### config.mk
export PLATFORM = sky130hd
export DESIGN_NAME = blitter_top
export DESIGN_NICKNAME = d
export VERILOG_FILES = /design/src/hw/blit_pkg.sv /design/src/hw/blitter_top.sv /design/src/hw/pixel_writer.sv /design/src/hw/rect_walker.sv /design/src/hw/texel_address.sv /design/src/hw/texel_fetch.sv
export SDC_FILE = /design/constraint.sdc
export NUM_CORES = 2
export LEC_CHECK = 0
export BUFFER_PORTS_ARGS = -buffer_cell sky130_fd_sc_hd__buf_2
export CELL_PAD_IN_SITES_DETAIL_PLACEMENT = 1
export CELL_PAD_IN_SITES_GLOBAL_PLACEMENT = 1
export CORE_MARGIN = 10
export CORE_UTILIZATION = 53
export DETAILED_ROUTE_END_ITERATION = 8
export GPL_ROUTABILITY_DRIVEN = 0
export PLACE_DENSITY = 0.9
export SLEW_MARGIN = 10
export SYNTH_ARGS = -nofsm -noshare
export SYNTH_HDL_FRONTEND = slang
export SYNTH_HIERARCHICAL = 1
export SYNTH_SLANG_ARGS = --single-unit
### constraint.sdc
create_clock -name clk -period 39.9 [get_ports clk]
set_input_delay 1.995 -clock clk [delete_from_list [all_inputs] [get_ports clk]]
set_output_delay 1.995 -clock clk [all_outputs]
set_load 0.005 [all_outputs]
### src/hw/blit_pkg.sv
package blit_pkg;

    // numeric value is the depth in bits
    typedef enum logic [4:0] {
        BPP_1  = 5'd1,
        BPP_2  = 5'd2,
        BPP_4  = 5'd4,
        BPP_8  = 5'd8,
        BPP_16 = 5'd16
    } bpp_e;

    typedef enum logic {
        FETCHED = 1'b0, // memory or colour table result
        SOLID   = 1'b1  // command draw colour
    } colour_src_e;

    typedef struct packed {
        logic [31:0] image_start;
        logic [15:0] image_width;
        logic [15:0] src_x;
        logic [15:0] src_y;
        logic [15:0] width;
        logic [15:0] height;
        logic [15:0] screen_x;
        logic [15:0] screen_y;
        logic        mirror_x;
        logic        mirror_y;
        bpp_e        bpp;
        logic        ct_enable;
        logic [15:0] ct_offset;
        colour_src_e colour_src;
        logic [15:0] draw_colour;
    } draw_cmd_t;

    typedef struct packed {
        logic [15:0] x;
        logic [15:0] y;
    } screen_pos_t;

    typedef struct packed {
        screen_pos_t pos;
        logic [31:0] src_index; // pixel index inside the image
    } walk_item_t;

    typedef struct packed {
        screen_pos_t pos;
        logic [31:0] word_addr;
        logic [4:0]  bit_offset; // counted from the msb
    } fetch_req_t;

    typedef struct packed {
        screen_pos_t pos;
        logic [15:0] value; // colour or table index
    } texel_t;

    typedef struct packed {
        screen_pos_t pos;
        logic [15:0] colour;
    } fb_write_t;

endpackage

### src/hw/blitter_top.sv
module blitter_top #(
    parameter int unsigned FB_WIDTH  = 400,
    parameter int unsigned FB_HEIGHT = 240
) (
    input  logic                  clk,
    input  logic                  rst,
    input  blit_pkg::draw_cmd_t   cmd,
    input  logic                  cmd_valid,
    output logic                  cmd_ready,
    output logic                  busy,
    output logic [31:0]           m_axil_araddr,
    output logic                  m_axil_arvalid,
    input  logic                  m_axil_arready,
    input  logic [31:0]           m_axil_rdata,
    input  logic                  m_axil_rvalid,
    output logic                  m_axil_rready,
    output logic [15:0]           ct_address,
    input  logic [15:0]           ct_colour,
    output blit_pkg::fb_write_t   fb,
    output logic                  fb_write
);

    import blit_pkg::*;

    walk_item_t walk_item;
    logic       walk_valid, walk_ready, walk_busy, walk_cmd_ready;
    fetch_req_t fetch_req;
    logic       req_valid, req_ready, addr_busy;
    texel_t     texel;
    logic       texel_valid, texel_ready, fetch_busy;
    logic       writer_busy;
    logic       pipe_busy;

    // new command only once everything behind the walker has drained
    assign pipe_busy = addr_busy || fetch_busy || writer_busy;
    assign cmd_ready = walk_cmd_ready && !pipe_busy;
    assign busy      = walk_busy || pipe_busy;

    rect_walker #(
        .FB_WIDTH (FB_WIDTH),
        .FB_HEIGHT(FB_HEIGHT)
    ) walker_i (
        .clk(clk), .rst(rst),
        .cmd(cmd), .cmd_valid(cmd_valid && !pipe_busy), .cmd_ready(walk_cmd_ready),
        .item(walk_item), .item_valid(walk_valid), .item_ready(walk_ready),
        .busy(walk_busy)
    );

    texel_address address_i (
        .clk(clk), .rst(rst),
        .image_start(cmd.image_start), .bpp(cmd.bpp),
        .in_item(walk_item), .in_valid(walk_valid), .in_ready(walk_ready),
        .req(fetch_req), .req_valid(req_valid), .req_ready(req_ready),
        .busy(addr_busy)
    );

    texel_fetch fetch_i (
        .clk(clk), .rst(rst), .bpp(cmd.bpp),
        .req(fetch_req), .req_valid(req_valid), .req_ready(req_ready),
        .araddr(m_axil_araddr), .arvalid(m_axil_arvalid), .arready(m_axil_arready),
        .rdata(m_axil_rdata), .rvalid(m_axil_rvalid), .rready(m_axil_rready),
        .texel(texel), .texel_valid(texel_valid), .texel_ready(texel_ready),
        .busy(fetch_busy)
    );

    pixel_writer writer_i (
        .clk(clk), .rst(rst),
        .ct_enable(cmd.ct_enable), .ct_offset(cmd.ct_offset),
        .colour_src(cmd.colour_src), .draw_colour(cmd.draw_colour),
        .texel(texel), .texel_valid(texel_valid), .texel_ready(texel_ready),
        .ct_address(ct_address), .ct_colour(ct_colour),
        .fb(fb), .fb_write(fb_write), .busy(writer_busy)
    );

endmodule

### src/hw/pixel_writer.sv
module pixel_writer (
    input  logic                    clk,
    input  logic                    rst,
    input  logic                    ct_enable,
    input  logic [15:0]             ct_offset,
    input  blit_pkg::colour_src_e   colour_src,
    input  logic [15:0]             draw_colour,
    input  blit_pkg::texel_t        texel,
    input  logic                    texel_valid,
    output logic                    texel_ready,
    output logic [15:0]             ct_address,
    input  logic [15:0]             ct_colour,
    output blit_pkg::fb_write_t     fb,
    output logic                    fb_write,
    output logic                    busy
);

    import blit_pkg::*;

    screen_pos_t ct_pos;   // position waiting on the table read
    logic        ct_valid;
    logic        texel_xfer;
    logic        load_fb;
    logic [15:0] fetched;

    assign texel_ready = 1'b1; // no back-pressure from the framebuffer
    assign texel_xfer  = texel_valid && texel_ready;

    // table samples the address on the transfer edge
    assign ct_address = texel.value + ct_offset;

    assign load_fb = ct_enable ? ct_valid : texel_xfer;
    assign fetched = ct_enable ? ct_colour : texel.value;
    assign busy    = ct_valid || fb_write;

    always_ff @(posedge clk) begin
        if (rst) begin
            ct_valid <= 1'b0;
            fb_write <= 1'b0;
        end else begin
            ct_valid <= texel_xfer && ct_enable;
            fb_write <= load_fb;
        end
    end

    always_ff @(posedge clk) begin
        if (texel_xfer) begin
            ct_pos <= texel.pos;
        end
        if (load_fb) begin
            fb.pos    <= ct_enable ? ct_pos : texel.pos;
            fb.colour <= (colour_src == SOLID) ? draw_colour : fetched;
        end
    end

endmodule

### src/hw/rect_walker.sv
module rect_walker #(
    parameter int unsigned FB_WIDTH  = 400,
    parameter int unsigned FB_HEIGHT = 240
) (
    input  logic                   clk,
    input  logic                   rst,
    input  blit_pkg::draw_cmd_t    cmd,
    input  logic                   cmd_valid,
    output logic                   cmd_ready,
    output blit_pkg::walk_item_t   item,
    output logic                   item_valid,
    input  logic                   item_ready,
    output logic                   busy
);

    logic        active;
    logic [15:0] x;
    logic [15:0] y;
    logic [15:0] last_x;
    logic [15:0] last_y;
    logic [15:0] scr_x;
    logic [15:0] scr_y;
    logic [31:0] src_col;
    logic [31:0] src_row;
    logic        on_screen;
    logic        advance;

    // command fields stay stable while busy
    assign last_x = cmd.width - 16'd1;
    assign last_y = cmd.height - 16'd1;

    assign scr_x = cmd.screen_x + (cmd.mirror_x ? last_x - x : x);
    assign scr_y = cmd.screen_y + (cmd.mirror_y ? last_y - y : y);

    assign src_col = {16'd0, cmd.src_x} + {16'd0, x};
    assign src_row = {16'd0, cmd.src_y} + {16'd0, y};

    assign on_screen = (32'(scr_x) < FB_WIDTH) && (32'(scr_y) < FB_HEIGHT);

    assign item.pos.x     = scr_x;
    assign item.pos.y     = scr_y;
    assign item.src_index = src_col + src_row * {16'd0, cmd.image_width};
    assign item_valid     = active && on_screen;

    // clipped positions step on without a handshake
    assign advance = active && (!on_screen || item_ready);
    assign busy    = active;

    always_ff @(posedge clk) begin
        if (rst) begin
            active    <= 1'b0;
            cmd_ready <= 1'b0;
            x         <= 16'd0;
            y         <= 16'd0;
        end else if (!active) begin
            cmd_ready <= 1'b1;
            if (cmd_valid && cmd_ready) begin
                x <= 16'd0;
                y <= 16'd0;
                // empty rectangle finishes right here
                if (cmd.width != 16'd0 && cmd.height != 16'd0) begin
                    active    <= 1'b1;
                    cmd_ready <= 1'b0;
                end
            end
        end else if (advance) begin
            if (x == last_x) begin
                x <= 16'd0;
                if (y == last_y) begin
                    active    <= 1'b0;
                    cmd_ready <= 1'b1;
                end else begin
                    y <= y + 16'd1;
                end
            end else begin
                x <= x + 16'd1;
            end
        end
    end

endmodule

### src/hw/texel_address.sv
module texel_address (
    input  logic                   clk,
    input  logic                   rst,
    input  logic [31:0]            image_start,
    input  blit_pkg::bpp_e         bpp,
    input  blit_pkg::walk_item_t   in_item,
    input  logic                   in_valid,
    output logic                   in_ready,
    output blit_pkg::fetch_req_t   req,
    output logic                   req_valid,
    input  logic                   req_ready,
    output logic                   busy
);

    import blit_pkg::*;

    typedef enum logic [1:0] {
        S_EMPTY,
        S_FULL,
        S_BUF_FULL
    } state_e;

    state_e      state;
    fetch_req_t  next_req;
    fetch_req_t  skid; // second entry under back-pressure
    logic [31:0] bit_addr;
    logic [31:0] byte_addr;
    logic        in_xfer;
    logic        out_xfer;

    assign bit_addr  = in_item.src_index * {27'd0, bpp};
    assign byte_addr = image_start + {3'd0, bit_addr[31:3]};

    assign next_req.pos        = in_item.pos;
    assign next_req.word_addr  = {byte_addr[31:2], 2'b00};
    assign next_req.bit_offset = bit_addr[4:0];

    assign in_ready  = (state != S_BUF_FULL);
    assign req_valid = (state != S_EMPTY);
    assign busy      = (state != S_EMPTY);
    assign in_xfer   = in_valid && in_ready;
    assign out_xfer  = req_valid && req_ready;

    always_ff @(posedge clk) begin
        if (rst) begin
            state <= S_EMPTY;
        end else begin
            case (state)
                S_EMPTY: begin
                    if (in_xfer) begin
                        req   <= next_req;
                        state <= S_FULL;
                    end
                end
                S_FULL: begin
                    if (in_xfer && !out_xfer) begin
                        skid  <= next_req; // output holds, park the new one
                        state <= S_BUF_FULL;
                    end else if (in_xfer) begin
                        req <= next_req;
                    end else if (out_xfer) begin
                        state <= S_EMPTY;
                    end
                end
                S_BUF_FULL: begin
                    if (out_xfer) begin
                        req   <= skid;
                        state <= S_FULL;
                    end
                end
                default: state <= S_EMPTY;
            endcase
        end
    end

endmodule

### src/hw/texel_fetch.sv
module texel_fetch (
    input  logic                   clk,
    input  logic                   rst,
    input  blit_pkg::bpp_e         bpp,
    input  blit_pkg::fetch_req_t   req,
    input  logic                   req_valid,
    output logic                   req_ready,
    output logic [31:0]            araddr,
    output logic                   arvalid,
    input  logic                   arready,
    input  logic [31:0]            rdata,
    input  logic                   rvalid,
    output logic                   rready,
    output blit_pkg::texel_t       texel,
    output logic                   texel_valid,
    input  logic                   texel_ready,
    output logic                   busy
);

    import blit_pkg::*;

    typedef enum logic [1:0] {
        S_IDLE,
        S_ADDR,
        S_DATA,
        S_READY
    } state_e;

    state_e      state;
    logic        cache_valid;
    logic [31:0] cache_addr;
    logic [31:0] cache_word;
    logic [4:0]  bit_offset;
    logic        req_xfer;
    logic        cache_hit;

    // texel sits offset bits below the msb, depth bits wide
    function automatic logic [15:0] extract(
        input logic [31:0] word,
        input logic [4:0]  offset,
        input bpp_e        depth
    );
        logic [5:0]  shift;
        logic [16:0] mask;
        shift = 6'd32 - {1'b0, offset} - {1'b0, depth};
        mask  = (17'd1 << depth) - 17'd1;
        return 16'(word >> shift) & mask[15:0];
    endfunction

    assign req_ready   = (state == S_IDLE);
    assign texel_valid = (state == S_READY);
    assign busy        = (state != S_IDLE);
    assign req_xfer    = req_valid && req_ready;
    assign cache_hit   = cache_valid && (cache_addr == req.word_addr);

    always_ff @(posedge clk) begin
        if (rst) begin
            state       <= S_IDLE;
            arvalid     <= 1'b0;
            rready      <= 1'b0;
            cache_valid <= 1'b0;
        end else begin
            case (state)
                S_IDLE: begin
                    if (req_xfer) begin
                        texel.pos  <= req.pos;
                        bit_offset <= req.bit_offset;
                        araddr     <= req.word_addr;
                        if (cache_hit) begin
                            texel.value <= extract(cache_word, req.bit_offset, bpp);
                            state       <= S_READY;
                        end else begin
                            arvalid <= 1'b1;
                            state   <= S_ADDR;
                        end
                    end
                end
                S_ADDR: begin
                    if (arready) begin
                        arvalid <= 1'b0;
                        rready  <= 1'b1;
                        state   <= S_DATA;
                    end
                end
                S_DATA: begin
                    if (rvalid) begin
                        rready      <= 1'b0;
                        cache_word  <= rdata;
                        cache_addr  <= araddr;
                        cache_valid <= 1'b1;
                        texel.value <= extract(rdata, bit_offset, bpp);
                        state       <= S_READY;
                    end
                end
                S_READY: begin
                    if (texel_ready) begin
                        state <= S_IDLE;
                    end
                end
                default: state <= S_IDLE;
            endcase
        end
    end

endmodule

==> impl_metrics.tcl <==
set metrics [dict create \
    cp_common_cell "fa_1" \
    cp-end-kind "flip-flop" \
    grt_max_degree 71 \
    dieArea_mm2 0.0873 \
    min_to "fetch_i/texel[37]" \
    die_h_um 295 \
    cts_made_buffers 44 \
    required_ns 40.23 \
    synth_adder_area_share_pct 25.3 \
    syn_avg_cell_area_um2 9.79 \
    drc 0 \
    fin_crit_sh_pct 38.0 \
    drive_gt1_share_pct 14.1 \
    grt_pass1_wl_mm 207 \
    fp-row-count 100 \
    holdPathStages 0 \
    rsz0062_at_grt "no" \
    outcome "finished clean" \
    cts_setup_buffers 0 \
    r2r_start "walker_i/y[0]" \
    synth-simple-area-share_pct 15.8 \
    port_buffers 338 \
    drt-initial-drc-count 2502 \
    synthCells 4106 \
    grt_pass1_vias 36500 \
    synthFlopType "edfxtp_1" \
    synth_compound_area_share_pct 12.3 \
    synth_area_leaders "edfxtp_1, fa_1, ha_1" \
    worstMarginPinSlew_ns 1.09 \
    slowest_stage "fa_1" \
    ys_seq_area_share_pct 29.4 \
    synth_top_cell_by_area "edfxtp_1" \
    setup_violations 0 \
    initial_core_util_pct 53.7 \
    synth_mux_area_share_pct 5.73 \
    worstSetupPathType "input port to flip-flop" \
    hpwl_mm 105 \
    post-route-min-period_ns 15.16 \
    first_pass_iters 5 \
    clock_latency_ns 0.61 \
    critPathMaxFanout 16 \
    fin_worst_skew_ns 0.0376 \
    whs_ns 0.418 \
    placeableCoreArea_mm2 0.0748 \
    overflow 0 \
    rrSetupSlack_ns 25.71 \
    syn_to_final_growth_pct 10.0 \
    routed_wl_mm 134 \
    ys_warn_count 6 \
    slew_headroom_pct 27.6 \
    async_reset_ff_share_pct 0 \
    synth_edf_count 365 \
    crit_path_start "cmd[105]" \
    worstSetupStartpointType "input port" \
    ys_seq_elements 408 \
    synth_top_family_by_area "adder cells" \
    hp-class "flip-flop to flip-flop" \
    clock-root-buffer "clkbuf_16" \
    cts_htree_levels 2 \
    maxCapViolations 0 \
    max_stage_delay_ns 0.56 \
    finalCoreUtilization_pct 59.1 \
    critPathArrivalTime_ns 15.49 \
    fmax_ghz 0.0660 \
    yosysTopAreaCellShare_pct 27.3 \
    cts_resized 0 \
    ios 339 \
    nFillCells 8456 \
    hp-start "address_i/req[58]" \
    die_w_um 295 \
    ant_nets 0 \
    slew_violations 0 \
    synth_area_mm2 0.0402 \
    hold_violations 0 \
    vias_per_cell 6.19 \
    syn-num-nets 4960 \
    tritoncts "yes" \
    clock_sinks 408 \
    antenna_found_initial 20 \
    finalSetupTns_ns 0 \
    wl_per_cell_um 24.8 \
    ys_types 113 \
    cts_hold_buf 0 \
    reg2reg_to "address_i/req[36]" \
    reg2regPathDepth 57 \
    cts.clk_slew.worst_paths_ns 0.06 \
    nets 5225 \
    synth-xor-area-share_pct 4.96 \
    grt_usage_pct 30.2 \
    clockBufferDepth 3 \
    vias 33300 \
]
-- how the worst max path moves through the flow --
stage | endpoint | slack [ns]
2_1_floorplan | address_i/req[36] | 25.90
3_3_place_gp | address_i/req[36] | 24.81
3_5_place_dp | address_i/req[36] | 24.33
4_1_cts | address_i/req[36] | 24.89
5_1_grt | address_i/req[36] | 23.92
6_report | address_i/req[36] | 24.74
-- metal layers --
metal  part of all wire [%]  vias to the layer above  routed length [µm]  track usage [%]
met5                  0.063                        -                  84                0
met4                    5.9                       12                7900             16.2
met3                    5.9                      458                7910             4.27
met2                     51                     1354               68700             54.2
met1                     37                    16800               49000             34.3
li1                       -                    14700                   -                -
-- logic make-up (layout without fill, tap and decap cells) --
group | Yosys count | in the layout
other cells | 1 | 15
mux | 174 | 174
simple gates | 1270 | 1270
buf+inv | 673 | 973
fa+ha+maj | 616 | 616
compound gates | 738 | 738
xor+xnor | 226 | 226
flops | 408 | 408
-- state kept, by name (all words and copies together), names as in the netlist, 2 cells and up --
register and flops:
address_i/req 69, address_i/skid 67, address_i/state 2, fetch_i/araddr 32
fetch_i/bit_offset 5, fetch_i/cache_addr 32, fetch_i/cache_word 32, fetch_i/state 2
fetch_i/texel 48, walker_i/x 16, walker_i/y 16, writer_i/ct_pos 32
writer_i/fb 48
-- cells in the final DEF (no fill, tap or decap), types with 48 or more instances in the layout --
cell | synthesis | routed
a21o_1 | 48 | 48
a21oi_1 | 203 | 203
and2_1 | 252 | 252
buf_2 | 20 | 338
edfxtp_1 | 365 | 365
fa_1 | 330 | 330
ha_1 | 286 | 286
inv_1 | 514 | 513
mux2_2 | 69 | 68
mux2i_1 | 68 | 68
nand2_1 | 454 | 454
nand3_1 | 101 | 101
nor2_1 | 169 | 167
nor3_1 | 50 | 48
o21ai_0 | 152 | 152
xnor2_1 | 127 | 121
xor2_1 | 97 | 97
-- synth_stat cells, drive strengths merged (37+ instances only) --
master  count
inv       517
nand2     454
edfxtp    365
fa        330
ha        286
and2      252
a21oi     210
nor2      170
o21ai     162
xnor2     129
clkbuf    117
nand3     102
xor2       97
mux2       69
mux2i      68
nor3       50
a21o       49
dfxtp      43
buf        38
mux4       37
-- critical path, delay by kind of cell --
family	cells	cell delay [ns]
compound gates	17	3.82
xor+xnor	3	0.47
fa+ha+maj	14	6.04
buf+inv	10	0.77
simple gates	14	2.39
-- metrics by stage --
step           setup WS, ns  cells  instance area (µm²)
2_1_floorplan         25.90   4106                40200
3_3_place_gp          24.81   5294                42800
3_5_place_dp          24.33   5294                42800
4_1_cts               24.89   5375                44200
5_1_grt               23.92   5387                44200
6_report              24.74   5389                44200
-- final cells by class --
| cell class | count | area (µm²) | share of cell area, % |
|---|---|---|---|
| Sequential cell | 408 | 11800 | 26.7 |
| Inverter | 518 | 1940 | 4.40 |
| Timing Repair Buffer | 374 | 1960 | 4.44 |
| Antenna cell | 14 | 35.0 | 0.0792 |
| Tap cell | 969 | 1210 | 2.74 |
| Clock inverter | 31 | 278 | 0.628 |
| Clock buffer | 50 | 1120 | 2.54 |
| Multi-Input combinational cell | 3025 | 25800 | 58.4 |
Power is left out: the tool's default activity adds up to more than one toggle a clock period on the data nets, which glitch-free logic cannot reach.
